--- src/hdl/hydrationPkg.sv ---
`default_nettype none

package hydrationPkg;

  // sensor reading, raw or stabilized
  typedef logic [3:0] levelT;

  // running intake total, wraps modulo 64
  typedef logic [5:0] intakeT;

  typedef logic [3:0] bcdT;   // one decimal digit
  typedef logic [6:0] segT;   // active low, bit 0 = a, bit 6 = g

  // minutes:seconds as four BCD digits, minute tens in the top nibble
  typedef struct packed {
    bcdT minTens;
    bcdT minOnes;
    bcdT secTens;
    bcdT secOnes;
  } clockTimeT;

  // one pattern per display, same digit order as clockTimeT
  typedef struct packed {
    segT minTens;
    segT minOnes;
    segT secTens;
    segT secOnes;
  } segDisplayT;

  // time base select, 1x means hour rate
  typedef enum logic [1:0] {
    rateSecond = 2'b00,
    rateMinute = 2'b01,
    rateHour   = 2'b10
  } rateSelT;

  localparam bcdT MinTensMax      = 4'd2;   // 29:59 is the last count of a period
  localparam int  AccWidthDefault = 40;     // phase accumulator width

endpackage

`default_nettype wire

--- src/hdl/tickGenerator.sv ---
`timescale 1ns/1ps
`default_nettype none

module tickGenerator #(
  parameter int unsigned accWidth  = hydrationPkg::AccWidthDefault,
  parameter int unsigned incSecond = 21990,
  parameter int unsigned incMinute = 1319414,
  parameter int unsigned incHour   = 79164837
) (
  input  wire logic                  clk,
  input  wire logic                  reset,
  input  wire hydrationPkg::rateSelT rateSel,
  output logic                       timeTick,   // strobe for the clock digits
  output logic                       sampleTick  // strobe for the level sampler
);

  typedef logic [accWidth-1:0] phaseT;

  // index 0 second, 1 minute, 2 hour
  localparam phaseT incTable [3] = '{phaseT'(incSecond), phaseT'(incMinute), phaseT'(incHour)};

  logic [2:0] rateTick;   // registered carry of each accumulator

  for (genvar r = 0; r < 3; r++) begin : genRate
    phaseT             phase;
    logic              carryReg;
    logic [accWidth:0] phaseSum;   // extra bit catches the carry out

    assign phaseSum = {1'b0, phase} + {1'b0, incTable[r]};

    always_ff @(posedge clk, posedge reset) begin
      if (reset) begin
        phase    <= '0;
        carryReg <= 1'b0;
      end else begin
        phase    <= phaseSum[accWidth-1:0];   // wraps naturally
        carryReg <= phaseSum[accWidth];       // high one cycle per overflow
      end
    end

    assign rateTick[r] = carryReg;
  end

  // pick the time base, 11 also lands on the hour rate
  always_comb begin
    case (rateSel)
      hydrationPkg::rateSecond: timeTick = rateTick[0];
      hydrationPkg::rateMinute: timeTick = rateTick[1];
      default:                  timeTick = rateTick[2];
    endcase
  end

  // sensor always sampled at the real second rate
  assign sampleTick = rateTick[0];

endmodule

`default_nettype wire

--- src/hdl/clockCounter.sv ---
`timescale 1ns/1ps
`default_nettype none

module clockCounter (
  input  wire logic                clk,
  input  wire logic                reset,
  input  wire logic                timeTick,
  output hydrationPkg::clockTimeT  clockTime,
  output logic                     periodEnd   // high on the tick that wraps 29:59
);

  // digit 0 is seconds ones, digit 3 is minute tens
  localparam hydrationPkg::bcdT digitMax [4] = '{
    4'd9,
    4'd5,
    4'd9,
    hydrationPkg::MinTensMax
  };

  hydrationPkg::bcdT digit     [4];
  hydrationPkg::bcdT digitNext [4];
  logic [4:0]        carry;   // carry[i] enters digit i

  // ripple the tick through the chain
  always_comb begin
    carry[0] = timeTick;
    for (int i = 0; i < 4; i++) begin
      carry[i+1] = carry[i] & (digit[i] == digitMax[i]);
      if (!carry[i])
        digitNext[i] = digit[i];          // hold
      else if (digit[i] == digitMax[i])
        digitNext[i] = '0;                // roll over, pass carry on
      else
        digitNext[i] = digit[i] + 4'd1;
    end
  end

  always_ff @(posedge clk, posedge reset) begin
    if (reset)
      digit <= '{default: '0};
    else
      digit <= digitNext;
  end

  // final carry already includes timeTick
  assign periodEnd = carry[4];

  assign clockTime = '{
    minTens: digit[3],
    minOnes: digit[2],
    secTens: digit[1],
    secOnes: digit[0]
  };

endmodule

`default_nettype wire

--- src/hdl/levelStabilizer.sv ---
`timescale 1ns/1ps
`default_nettype none

module levelStabilizer (
  input  wire logic                clk,
  input  wire logic                reset,
  input  wire logic                sampleTick,
  input  wire hydrationPkg::levelT rawLevel,
  output hydrationPkg::levelT      stableLevel
);

  hydrationPkg::levelT history [4];   // [0] is the newest sample
  logic                allSame;

  // compare the entries held before this tick's shift
  assign allSame = (history[0] == history[1]) &
                   (history[1] == history[2]) &
                   (history[2] == history[3]);

  always_ff @(posedge clk, posedge reset) begin
    if (reset) begin
      history <= '{default: '0};
    end else if (sampleTick) begin
      history[0] <= rawLevel;
      history[1] <= history[0];
      history[2] <= history[1];
      history[3] <= history[2];
    end
  end

  // output only moves once four samples agree, so jitter is dropped
  always_ff @(posedge clk, posedge reset) begin
    if (reset)
      stableLevel <= '0;
    else if (sampleTick && allSame)
      stableLevel <= history[3];
  end

endmodule

`default_nettype wire

--- src/hdl/intakeTracker.sv ---
`timescale 1ns/1ps
`default_nettype none

module intakeTracker (
  input  wire logic                clk,
  input  wire logic                reset,
  input  wire hydrationPkg::levelT stableLevel,
  input  wire logic                periodEnd,
  output hydrationPkg::intakeT     intakeTotal,
  output logic                     remindRequest
);

  hydrationPkg::levelT prevLevel;   // stable level one cycle back
  hydrationPkg::levelT dropSize;
  logic                isDrop;
  logic                drank;       // some drop seen in this period

  // a fall in level is water taken, a rise is a refill
  assign isDrop   = prevLevel > stableLevel;
  assign dropSize = prevLevel - stableLevel;

  always_ff @(posedge clk, posedge reset) begin
    if (reset)
      prevLevel <= '0;
    else
      prevLevel <= stableLevel;
  end

  // total wraps modulo 64
  always_ff @(posedge clk, posedge reset) begin
    if (reset)
      intakeTotal <= '0;
    else if (isDrop)
      intakeTotal <= intakeTotal + hydrationPkg::intakeT'(dropSize);
  end

  // a drop on the rollover cycle belongs to the new period
  always_ff @(posedge clk, posedge reset) begin
    if (reset)
      drank <= 1'b0;
    else if (periodEnd)
      drank <= isDrop;
    else if (isDrop)
      drank <= 1'b1;
  end

  // period ended dry
  assign remindRequest = periodEnd & ~drank;

endmodule

`default_nettype wire

--- src/hdl/reminderStretcher.sv ---
`timescale 1ns/1ps
`default_nettype none

module reminderStretcher #(
  parameter int unsigned holdCycles = 2**26
) (
  input  wire logic clk,
  input  wire logic reset,
  input  wire logic remindRequest,
  output logic      remind
);

  localparam int cntWidth = $clog2(holdCycles + 1);

  logic [cntWidth-1:0] holdCount;   // cycles of remind still to go

  // load on a request only when idle, so no retrigger
  always_ff @(posedge clk, posedge reset) begin
    if (reset)
      holdCount <= '0;
    else if (holdCount != '0)
      holdCount <= holdCount - 1'b1;
    else if (remindRequest)
      holdCount <= cntWidth'(holdCycles);
  end

  // high for count values holdCycles down to 1
  assign remind = holdCount != '0;

endmodule

`default_nettype wire

--- src/hdl/segmentDecoder.sv ---
`timescale 1ns/1ps
`default_nettype none

module segmentDecoder (
  input  wire hydrationPkg::clockTimeT clockTime,
  output hydrationPkg::segDisplayT     segments
);

  // hex digit to active low pattern, g down to a
  function automatic hydrationPkg::segT toSegments(input hydrationPkg::bcdT digit);
    case (digit)
      4'h0:    return 7'b1000000;
      4'h1:    return 7'b1111001;
      4'h2:    return 7'b0100100;
      4'h3:    return 7'b0110000;
      4'h4:    return 7'b0011001;
      4'h5:    return 7'b0010010;
      4'h6:    return 7'b0000010;
      4'h7:    return 7'b1111000;
      4'h8:    return 7'b0000000;
      4'h9:    return 7'b0011000;
      4'hA:    return 7'b0001000;   // letters never show on a BCD clock
      4'hB:    return 7'b0000011;
      4'hC:    return 7'b0100111;
      4'hD:    return 7'b0100001;
      4'hE:    return 7'b0000110;
      default: return 7'b0001110;   // F
    endcase
  endfunction

  assign segments = '{
    minTens: toSegments(clockTime.minTens),
    minOnes: toSegments(clockTime.minOnes),
    secTens: toSegments(clockTime.secTens),
    secOnes: toSegments(clockTime.secOnes)
  };

endmodule

`default_nettype wire

--- src/hdl/hydrationTimer.sv ---
`timescale 1ns/1ps
`default_nettype none

module hydrationTimer #(
  parameter int unsigned accWidth   = hydrationPkg::AccWidthDefault,
  parameter int unsigned incSecond  = 21990,      // about 1 Hz from 50 MHz
  parameter int unsigned incMinute  = 1319414,    // 60x faster
  parameter int unsigned incHour    = 79164837,   // 3600x faster
  parameter int unsigned holdCycles = 2**26       // reminder length in clk cycles
) (
  input  wire logic                  clk,
  input  wire logic                  reset,
  input  wire hydrationPkg::levelT   rawLevel,
  input  wire hydrationPkg::rateSelT rateSel,
  output hydrationPkg::clockTimeT    clockTime,
  output hydrationPkg::segDisplayT   segments,
  output hydrationPkg::intakeT       intakeTotal,
  output logic                       remind
);

  logic                timeTick;
  logic                sampleTick;
  logic                periodEnd;       // 29:59 to 00:00
  logic                remindRequest;
  hydrationPkg::levelT stableLevel;

  tickGenerator #(
    .accWidth  (accWidth),
    .incSecond (incSecond),
    .incMinute (incMinute),
    .incHour   (incHour)
  ) tickGen (
    .clk        (clk),
    .reset      (reset),
    .rateSel    (rateSel),
    .timeTick   (timeTick),
    .sampleTick (sampleTick)
  );

  clockCounter clockCnt (
    .clk       (clk),
    .reset     (reset),
    .timeTick  (timeTick),
    .clockTime (clockTime),
    .periodEnd (periodEnd)
  );

  levelStabilizer levelStab (
    .clk         (clk),
    .reset       (reset),
    .sampleTick  (sampleTick),
    .rawLevel    (rawLevel),
    .stableLevel (stableLevel)
  );

  intakeTracker intake (
    .clk           (clk),
    .reset         (reset),
    .stableLevel   (stableLevel),
    .periodEnd     (periodEnd),
    .intakeTotal   (intakeTotal),
    .remindRequest (remindRequest)
  );

  reminderStretcher #(
    .holdCycles (holdCycles)
  ) stretch (
    .clk           (clk),
    .reset         (reset),
    .remindRequest (remindRequest),
    .remind        (remind)
  );

  segmentDecoder segDec (
    .clockTime (clockTime),
    .segments  (segments)
  );

endmodule

`default_nettype wire

--- config.mk ---
export PLATFORM = sky130hd
export DESIGN_NAME = hydrationTimer
export DESIGN_NICKNAME = d
export VERILOG_FILES = /design/src/hdl/hydrationPkg.sv /design/src/hdl/tickGenerator.sv /design/src/hdl/clockCounter.sv /design/src/hdl/levelStabilizer.sv /design/src/hdl/intakeTracker.sv /design/src/hdl/reminderStretcher.sv /design/src/hdl/segmentDecoder.sv /design/src/hdl/hydrationTimer.sv
export SDC_FILE = /design/constraint.sdc
export NUM_CORES = 1
export LEC_CHECK = 0
export ABC_AREA = 1
export BUFFER_PORTS_ARGS = -buffer_cell sky130_fd_sc_hd__buf_4
export CORE_MARGIN = 2
export CORE_UTILIZATION = 65
export DETAILED_ROUTE_END_ITERATION = 6
export MAX_ROUTING_LAYER = met4
export PLACE_DENSITY = 0.93
export SYNTH_ARGS = -nofsm -noshare
export SYNTH_HDL_FRONTEND = slang
export SYNTH_SLANG_ARGS = --single-unit
export TNS_END_PERCENT = 1
--- constraint.sdc ---
create_clock -name clk -period 15.6 [get_ports clk]
set_input_delay 1.56 -clock clk [delete_from_list [all_inputs] [get_ports clk]]
set_output_delay 1.56 -clock clk [all_outputs]
set_load 0.02 [all_outputs]
==> results of run 1 <==
## critical path: stages, from the launching register on
cell and delay, ps:
dfrtp_1 380, inv_1 120, ha_1 220, nand2_2 110, nor2_4 220, nand3b_4 140, nor2_4 140, nand3_2 120
buf_4 180
## cell type report
class,instances,area [µm²]
Multi-Input combinational cell,1295,6380
Fill cell,1450,5090
Sequential cell,195,4880
Inverter,252,955
Timing Repair Buffer,59,443
Clock buffer,17,425
Tap cell,234,293
Clock inverter,15,176
## path summary, 6_finish.rpt
kind	depth (start not counted)	endpoint
min reg2reg	0	intake.prevLevel[2]$_DFF_PP0_
max in group asynchronous	3	intake.intakeTotal[1]$_DFFE_PP0P_
max	8	remind
min in group asynchronous	2	tickGen.genRate[2].phase[6]$_DFF_PP0_
min	0	intake.prevLevel[2]$_DFF_PP0_
max reg2reg	10	intake.intakeTotal[5]$_DFFE_PP0P_
## kinds of logic after synthesis
logic type	Yosys count	share of synthesized area
AOI/OAI and AO/OA	136	0.0619
xor gates and xnor gates	88	0.0626
adders and majority gates	36	0.0378
DFF	195	0.396
and+or+nand+nor	1035	0.356
buffers and inverters	268	0.0851
## power by group
part | leakage, nW | switching (mW) | internal [mW] | total [mW]
logic | 4.16 | 0.00987 | 0.00142 | 0.0113
clock network | 0.291 | 0.220 | 0.230 | 0.450
registers | 2.37 | 0 | 0.505 | 0.505
## stage by stage
stage / instances / utilization / setup WS [ps] / area [µm²] / hold WS (ps)
4_1_cts: 2067 / 0.727 / 11950 / 13600 / 404
5_1_grt: 2067 / 0.727 / 11780 / 13600 / 424
3_3_place_gp: 2035 / 0.695 / 12310 / 13000 / 385
6_report: 2067 / 0.727 / 11950 / 13600 / 403
2_1_floorplan: 1758 / - / 8730 / 12300 / 374
3_5_place_dp: 2035 / 0.695 / 12280 / 13000 / 389
## cell usage after synthesis (3+ instances only)
| cell type | count | share of area |
|---|---|---|
| nor2_2 | 7 | 0.0036 |
| nor4_1 | 4 | 0.0020 |
| o22ai_1 | 7 | 0.0036 |
| nand2_2 | 9 | 0.0046 |
| or2_2 | 4 | 0.0020 |
| a21oi_1 | 43 | 0.017 |
| dfrtp_1 | 195 | 0.40 |
| ha_1 | 34 | 0.035 |
| nand3_1 | 147 | 0.060 |
| or2_1 | 3 | 0.0015 |
| nor2_4 | 4 | 0.0037 |
| nand4_1 | 29 | 0.015 |
| xnor2_1 | 21 | 0.015 |
| o221ai_1 | 3 | 0.0021 |
| buf_6 | 3 | 0.0027 |
| clkbuf_1 | 5 | 0.0015 |
| nor2_1 | 237 | 0.072 |
| o21a_1 | 3 | 0.0018 |
| xor2_1 | 67 | 0.048 |
| inv_1 | 246 | 0.075 |
| buf_4 | 3 | 0.0018 |
| o21ai_0 | 60 | 0.024 |
| inv_2 | 4 | 0.0012 |
| o211ai_1 | 7 | 0.0043 |
| nand3b_1 | 6 | 0.0037 |
| buf_2 | 3 | 0.0012 |
| nor3_1 | 25 | 0.010 |
| nand2_1 | 549 | 0.17 |
## state kept, by name (all words and copies together), names as in the netlist
register and count:
levelStab.stableLevel 4, tickGen.genRate.carryReg 2, levelStab.history 16, tickGen.sampleTick 1, intake.drank 1, intake.prevLevel 4
intake.intakeTotal 6, tickGen.genRate.phase 118, clockCnt.clockTime 16, stretch.holdCount 27
## layer usage
layer,track usage,wire (µm)
met1,0.380,12300
met2,0.517,14200
met5,-,0
met3,0.0483,1610
met4,0.114,842
==> impl_metrics.py, run 1 <==
metrics = {
    "global_routing": {
        "overflow": 0,
        "grt_pass1_vias": 10900,
        "grt_pass1_wl_um": 49300,
        "grt.total_usage": 0.308,
        "grt_start_max_net_pins": 116,
        "antenna_found_initial": 0,
    },
    "cts": {
        "cts_sinks": 195,
        "cts_resized": 0,
        "clockBufferDepth": 2,
        "holdBufCountCts": 0,
        "clockRootBuffer": "clkbuf_16",
        "numCtsBuffers": 17,
        "insertion_delay_ps": 450,
        "cts_tree": "done",
        "htree_levels": 4,
        "postCtsSetupBuffers": 0,
        "clk_pin_slew_ps": 80,
    },
    "finish": {
        "area_growth_pct": 10.1,
        "final_common_cell": "nand2_1",
        "layout.nets": 1864,
        "final_cell_mix": "nand2_1, inv_1, nor2_1",
        "diodes": 0,
        "drive_above_1_share": 0.0720,
    },
    "setup_path": {
        "start_kind": "flip-flop",
        "cp-startpoint": "stretch.holdCount[0]$_DFFE_PP0P_",
        "r2r_slack_ps": 13350,
        "worstReg2RegStart": "levelStab.stableLevel[0]$_DFFE_PP0P_",
        "worstPathRequired_ps": 14040,
        "criticalPathCategory": "reg2out",
        "critPathArrivalTime_ps": 2090,
        "end_kind": "output port",
        "path_max_fanout": 6,
    },
    "timing": {
        "setup_viol_count_final": 0,
        "finalHoldViolCount": 0,
        "max_freq_mhz": 274,
        "period_share": 0.234,
        "slew_viol_final": 0,
        "rsz0062_at_grt": "false",
        "worst_clock_skew_ps": 11.2,
        "period_minus_slack_ps": 3650,
        "tightest_slew_ps": 1010,
        "slew_headroom": 0.327,
        "final.setup.tns_ps": 0,
    },
    "yosys": {
        "synthFlopType": "dfrtp_1",
        "synth_cells": 1758,
        "syn_nets": 1802,
        "yosysWarnings": 0,
        "netlist_area_um2": 12300,
        "async_reset_ff_frac": 1.00,
        "yosys.cell_types.count": 49,
        "syn_area_per_cell_um2": 7.00,
        "ys_ff_latch": 195,
        "ys_seq_area_frac": 0.396,
        "synth_edf_count": 0,
    },
    "min_path": {
        "hold_class": "reg2reg",
        "hold_start": "levelStab.stableLevel[2]$_DFFE_PP0P_",
    },
    "placement": {
        "io_buffer_count": 58,
        "dp_hpwl_um": 21000,
        "gp_congestion": 0.988,
    },
    "run": {
        "drv_cap": 0,
    },
    "route": {
        "drc": 0,
        "via_count": 11500,
        "drt_iter0_drc": 745,
        "wl_um": 28900,
        "drtPass1Iterations": 7,
        "post_drt_via_cell_ratio": 5.57,
        "wl_per_cell_um": 14.0,
        "ant_nets": 0,
    },
    "status": {
        "status": "completed",
    },
    "pwr": {
        "p_leak_nw": 6.82,
        "peakVddDrop_uv": 78.8,
        "power_mw": 0.967,
        "power.density_nw_per_um2": 71.3,
    },
    "die": {
        "ios": 59,
        "num_rows": 50,
        "initial_core_util": 0.660,
        "core_um2": 18600,
        "die_area_um2": 20100,
        "die-height_um": 142,
        "chipWidth_um": 142,
    },
}
No activity file was read; power rests on OpenSTA's default activity.
==> run 2, diff against run 1 <==
--- a/config.mk
+++ b/config.mk
@@ -8,10 +8,10 @@
 export ABC_AREA = 1
 export BUFFER_PORTS_ARGS = -buffer_cell sky130_fd_sc_hd__buf_4
 export CORE_MARGIN = 2
-export CORE_UTILIZATION = 65
+export CORE_UTILIZATION = 63
 export DETAILED_ROUTE_END_ITERATION = 6
 export MAX_ROUTING_LAYER = met4
-export PLACE_DENSITY = 0.93
+export PLACE_DENSITY = 0.9
 export SYNTH_ARGS = -nofsm -noshare
 export SYNTH_HDL_FRONTEND = slang
 export SYNTH_SLANG_ARGS = --single-unit
==> constraint.sdc (replaced) <==
create_clock -name clk -period 3.58 [get_ports clk]
set_input_delay 0.358 -clock clk [delete_from_list [all_inputs] [get_ports clk]]
set_output_delay 0.358 -clock clk [all_outputs]
set_load 0.02 [all_outputs]
==> run 2 against run 1 <==
  * Clock-buffer cell count unchanged
  * Via count down 0.51%
  * Clock power rose to 4.2 times the previous value
  * Power rose to 4.3 times the previous value
  * Clock skew down 0.67 ps
  * Largest power group unchanged
  * Highest routed layer unchanged
  * Wire length down 1.2%
  * Die area up 3.1%
  * Register-to-register slack worse by 12000 ps
==> impl_metrics.py, run 2 (synthesis results as in run 1) <==
metrics = {
    "global_routing": {
        "overflow": 0,
        "grt_pass1_vias": 10900,
        "grt_start_max_net_pins": 78,
        "grt.total_usage": 0.297,
        "grt_pass1_wl_um": 48500,
        "antenna_found_initial": 0,
    },
    "setup_path": {
        "criticalPathCategory": "reg2out",
        "end_kind": "output port",
        "worst_path_max_delay_cell": "dfrtp_1",
        "path_delay_family": "simple AND/OR/NAND/NOR gates",
        "cpMostUsedCell": "nor2_4",
        "path_max_fanout": 6,
        "cp_cell_sequence": "inv_1 > ha_1 > nand2_2 > nor2_4 > nand3b_4 > nor2_4 > nand3_2 > buf_4",
        "critPathArrivalTime_ps": 2060,
        "start_kind": "flip-flop",
        "worstPathRequired_ps": 3220,
        "cp_num_buf_inv": 2,
        "critical-path-max-stage-delay_ps": 390,
    },
    "route": {
        "wl_um": 28600,
        "drtPass1Iterations": 6,
        "post_drt_via_cell_ratio": 5.45,
        "ant_nets": 0,
        "via_count": 11500,
        "drt_iter0_drc": 988,
        "drc": 0,
        "wl_per_cell_um": 13.6,
    },
    "timing": {
        "period_share": 0.675,
        "slew_headroom": 0.483,
        "setup_viol_count_final": 0,
        "slew_viol_final": 0,
        "hold_ws_ps": 47.6,
        "worst_clock_skew_ps": 10.5,
        "period_minus_slack_ps": 2420,
        "finalHoldViolCount": 0,
        "rsz0062_at_grt": "false",
        "tightest_slew_ps": 774,
        "final.setup.tns_ps": 0,
        "max_freq_mhz": 414,
    },
    "finish": {
        "regMostFlops": "tickGen.genRate.phase",
        "layout.nets": 1867,
        "area_growth_pct": 10.6,
        "largest_registers": "tickGen.genRate.phase (118), stretch.holdCount (27)",
        "fin_util": 0.704,
        "final_cell_mix": "nand2_1, inv_1, nor2_1",
        "diodes": 0,
        "final_common_cell": "nand2_1",
        "drive_above_1_share": 0.0735,
        "largest_register_ffs": 118,
    },
    "status": {
        "status": "completed",
    },
    "cts": {
        "insertion_delay_ps": 450,
        "holdBufCountCts": 0,
        "clockRootBuffer": "clkbuf_16",
        "numCtsBuffers": 17,
        "cts_tree": "done",
        "clockBufferDepth": 2,
        "htree_levels": 4,
        "postCtsSetupBuffers": 0,
        "cts_sinks": 195,
        "clk_pin_slew_ps": 80,
        "cts_resized": 0,
    },
    "placement": {
        "dp_hpwl_um": 21100,
        "gp_congestion": 0.951,
        "io_buffer_count": 58,
    },
    "pwr": {
        "peakVddDrop_uv": 324,
        "power.density_nw_per_um2": 305,
        "p_leak_nw": 6.83,
        "power_mw": 4.15,
    },
    "die": {
        "initial_core_util": 0.637,
        "ios": 59,
        "chipWidth_um": 144,
        "core_um2": 19300,
        "die_area_um2": 20700,
        "die-height_um": 144,
        "num_rows": 51,
    },
    "min_path": {
        "hold_class": "in2async",
    },
    "run": {
        "drv_cap": 0,
    },
}
==> run 2: cell count changes in the layout (fill, tap and decap cells not counted) <==
cell        change
clkinvlp_4      +1
inv_6           -5
buf_12          +2
buf_4           +1
clkinv_2        +2
clkinv_4        +5
clkinv_8        -3
==> run 2: layout make-up <==
type / instances / area (µm²)
clock inverter: 15 / 149
clock buffer: 17 / 425
multi-input combinational: 1295 / 6380
fill: 1548 / 5730
tap: 265 / 332
timing repair buffer: 62 / 490
sequential: 195 / 4880
inverter: 252 / 951
==> run 2: layer usage <==
| layer | GRT usage | routed length, µm | vias to the layer above |
|---|---|---|---|
| met4 | 0.0955 | 702 | 0 |
| met5 | - | 0 | - |
| met3 | 0.0490 | 1400 | 79 |
| met2 | 0.501 | 14000 | 374 |
| li1 | - | - | 5656 |
| met1 | 0.368 | 12400 | 5342 |
==> run 2: final timing paths <==
kind	endpoint	cells past startpoint	startpoint	slack [ps]
setup / recovery	remind	8	stretch.holdCount[0]$_DFFE_PP0P_	1160
max in group asynchronous	tickGen.genRate[1].phase[35]$_DFF_PP0_	3	reset	2670
min in group clk	levelStab.history[14]$_DFFE_PP0P_	3	rawLevel[2]	120
setup reg to reg	intake.intakeTotal[5]$_DFFE_PP0P_	10	levelStab.stableLevel[0]$_DFFE_PP0P_	1390
hold / removal	tickGen.genRate[2].phase[31]$_DFF_PP0_	2	reset	50
hold reg to reg	intake.prevLevel[2]$_DFF_PP0_	0	levelStab.stableLevel[2]$_DFFE_PP0P_	410
==> run 2: where the power goes <==
group          leakage (nW)  switching, mW  internal (mW)
Combinational          4.18         0.0435         0.0104
Sequential             2.37              0           2.20
Clock                 0.282          0.915          0.980
==> run 2: per-stage QoR <==
step	cell area, µm²	setup WS, ps	cells
final	13600	1160	2101
after global routing	13600	1050	2101
after CTS	13600	1190	2101
after detailed placement	13000	1400	2069
after global placement	13000	1490	2069
after floorplan	12300	704	1758
==> run 3, diff against run 2 <==
--- a/config.mk
+++ b/config.mk
@@ -5,13 +5,13 @@
 export SDC_FILE = /design/constraint.sdc
 export NUM_CORES = 1
 export LEC_CHECK = 0
-export ABC_AREA = 1
+export ABC_AREA = 0
 export BUFFER_PORTS_ARGS = -buffer_cell sky130_fd_sc_hd__buf_4
 export CORE_MARGIN = 2
-export CORE_UTILIZATION = 63
+export CORE_UTILIZATION = 55
 export DETAILED_ROUTE_END_ITERATION = 6
 export MAX_ROUTING_LAYER = met4
-export PLACE_DENSITY = 0.9
+export PLACE_DENSITY = 0.85
 export SYNTH_ARGS = -nofsm -noshare
 export SYNTH_HDL_FRONTEND = slang
 export SYNTH_SLANG_ARGS = --single-unit
==> constraint.sdc (replaced) <==
create_clock -name clk -period 2.2 [get_ports clk]
set_input_delay 0.22 -clock clk [delete_from_list [all_inputs] [get_ports clk]]
set_output_delay 0.22 -clock clk [all_outputs]
set_load 0.02 [all_outputs]
==> run 3 against run 2 <==
  * The flow now finishes with violations (setup timing)
  * Power increased by 100%
  * First-iteration DRC count fell by 41%
  * Hold slack worse by 28 ps
  * Sequential power is 67% higher
  * Cell area shrank 11%
  * Sequential share of layout area rose by 4.6 points
  * Clock skew grew 3.1 ps
  * Register-to-register slack lost 1700 ps
  * Utilization decreased by 3.4 points
  * Critical endpoint unchanged
  * Largest cell class unchanged
==> impl_metrics.py, run 3 <==
metrics = {
    "status": {
        "status": "complete, but fails checks",
        "violations": "setup timing",
    },
    "pwr": {
        "p_leak_nw": 5.41,
        "power_mw": 8.34,
        "power.density_nw_per_um2": 691,
        "peakVddDrop_uv": 813,
    },
    "die": {
        "ios": 59,
        "num_rows": 49,
        "initial_core_util": 0.562,
        "chipWidth_um": 140,
        "die-height_um": 140,
        "core_um2": 18000,
        "die_area_um2": 19500,
    },
    "yosys": {
        "synth_cells": 1004,
        "yosysWarnings": 0,
        "synthMostInstantiatedCell": "dfrtp_1",
        "synth_top_cell_area_share": 0.482,
        "synthFlopType": "dfrtp_1",
        "syn_area_per_cell_um2": 10.1,
        "ys_top_cells_by_area": "dfrtp_1, xnor2_1, ha_1",
        "synth_edf_count": 0,
        "async_reset_ff_frac": 1.00,
        "netlist_area_um2": 10100,
        "yosys-top-cells-count": "dfrtp_1, nor2_1, nand2_1, xnor2_1, o21ai_0",
        "ys_ff_latch": 195,
        "yosys.cell_types.count": 66,
        "syn_nets": 1048,
        "ys_seq_area_frac": 0.482,
        "synth_top_cell_by_area": "dfrtp_1",
    },
    "global_routing": {
        "antenna_found_initial": 0,
        "grt.total_usage": 0.226,
        "grt_pass1_vias": 7793,
        "overflow": 0,
        "grt_pass1_wl_um": 36000,
        "grt_start_max_net_pins": 100,
    },
    "min_path": {
        "hold_class": "in2reg",
    },
    "cts": {
        "numCtsBuffers": 17,
        "clk_pin_slew_ps": 80,
        "clockBufferDepth": 2,
        "insertion_delay_ps": 440,
        "cts_tree": "done",
        "clockRootBuffer": "clkbuf_16",
        "cts_sinks": 195,
        "htree_levels": 4,
    },
    "finish": {
        "final_common_cell": "dfrtp_1",
        "multi_input_area_um2": 5060,
        "seqCellArea_um2": 4880,
        "largest_registers": "tickGen.genRate.phase (118), stretch.holdCount (27)",
        "final_cell_mix": "dfrtp_1, buf_4, nor2_1",
        "drive_above_1_share": 0.211,
        "n_fill_cell": 1307,
        "fin_util": 0.670,
        "regMostFlops": "tickGen.genRate.phase",
        "layoutNonFillerInstCount": 1374,
        "area_growth_pct": 19.3,
        "diodes": 0,
        "largest_register_ffs": 118,
        "layout.nets": 1176,
    },
    "setup_path": {
        "critPathArrivalTime_ps": 2460,
        "end_kind": "output port",
        "criticalPathCategory": "reg2out",
        "worstPathRequired_ps": 1980,
        "r2r_slack_ps": -340,
        "start_kind": "flip-flop",
        "path_max_fanout": 3,
    },
    "run": {
        "drv_cap": 0,
    },
    "timing": {
        "fin_ws_ps": -476,
        "rsz0062_at_grt": "true",
        "tightest_slew_ps": 541,
        "max_freq_mhz": 374,
        "setup_viol_count_final": 31,
        "worst_clock_skew_ps": 13.6,
        "period_share": 1.22,
        "slew_viol_final": 0,
        "period_minus_slack_ps": 2680,
        "slew_headroom": 0.636,
        "finalHoldViolCount": 0,
    },
    "route": {
        "wl_per_cell_um": 15.4,
        "drc": 0,
        "ant_nets": 0,
        "drtPass1Iterations": 4,
        "wl_um": 21200,
        "post_drt_via_cell_ratio": 5.67,
        "drt_iter0_drc": 579,
        "via_count": 7797,
    },
    "placement": {
        "dp_hpwl_um": 13900,
        "gp_congestion": 0.881,
        "io_buffer_count": 58,
        "dp.cells": 1335,
    },
}
[run 3: layout make-up]
class / count / share of cell area
inverter: 54 / 0.0171
clock buffer: 19 / 0.0375
multi-input combinational: 728 / 0.419
clock inverter: 13 / 0.00953
tap: 229 / 0.0237
sequential: 195 / 0.404
timing repair buffer: 136 / 0.0893
[run 3: metrics by stage]
stage	cell area, µm²	TNS, ps	setup WS, ps	hold WS (ps)
after floorplan	10100	-111640	-538	354
after global placement	11300	-2420	-266	357
after detailed placement	11300	-3240	-349	368
after CTS	12000	-4140	-571	3.78
after global routing	12100	-8010	-564	0.693
final	12100	-4650	-476	19.2
[run 3: layer usage]
metal	wire, µm	share of wire	vias up	global-route usage
met3	746	0.035	31	0.0440
met2	10800	0.51	151	0.376
met4	310	0.015	0	0.0632
met5	0	0	-	-
li1	-	-	3813	-
met1	9340	0.44	3802	0.285
[run 3: repair_timing]
action | 4_1_cts | 5_1_grt
hold endpoints to repair | 98 | 0
pin swaps | 6 | 4
setup buffers | 3 | 3
hold buffers | 1 | 0
setup endpoints to repair | 34 | 68
resized for setup | 24 | 21
[run 3: power by group]
part	leakage [nW]	total (mW)	switching (mW)	internal, mW
sequential	2.43	3.67	0.0310	3.64
clock	0.270	2.99	1.44	1.55
combinational	2.70	1.68	1.01	0.668
[run 3: worst max-delay path, stage by stage (launching register included)]
cell and delay [ps]:
dfrtp_1 390, inv_2 80, ha_4 130, or3b_4 370
or4_4 550, nor4_4 180, buf_4 170, inv_2 30
buf_6 120
[run 3: final timing paths]
kind                                                           start                                     end  cells after the start
min in group asynchronous                                      reset       stretch.holdCount[15]$_DFFE_PP0P_                      4
worst min register to register  levelStab.stableLevel[3]$_DFFE_PP0P_           intake.prevLevel[3]$_DFF_PP0_                      0
max in group asynchronous                                      reset  tickGen.genRate[0].phase[14]$_DFF_PP0_                      4
worst min-delay path                                     rawLevel[2]       levelStab.history[14]$_DFFE_PP0P_                      2
worst max register to register      stretch.holdCount[0]$_DFFE_PP0P_       stretch.holdCount[24]$_DFFE_PP0P_                      8
worst max-delay path                stretch.holdCount[0]$_DFFE_PP0P_                                  remind                      8
[run 3: logic make-up after synthesis]
logic type	after synthesis	share of synthesized area
adder cells (fa/ha/maj)	36	0.0460
buffers and inverters	81	0.0314
XOR/XNOR	118	0.102
AO/OA/AOI/OAI	187	0.119
multiplexers	40	0.0441
AND/OR/NAND/NOR	347	0.175
flip-flops	195	0.482
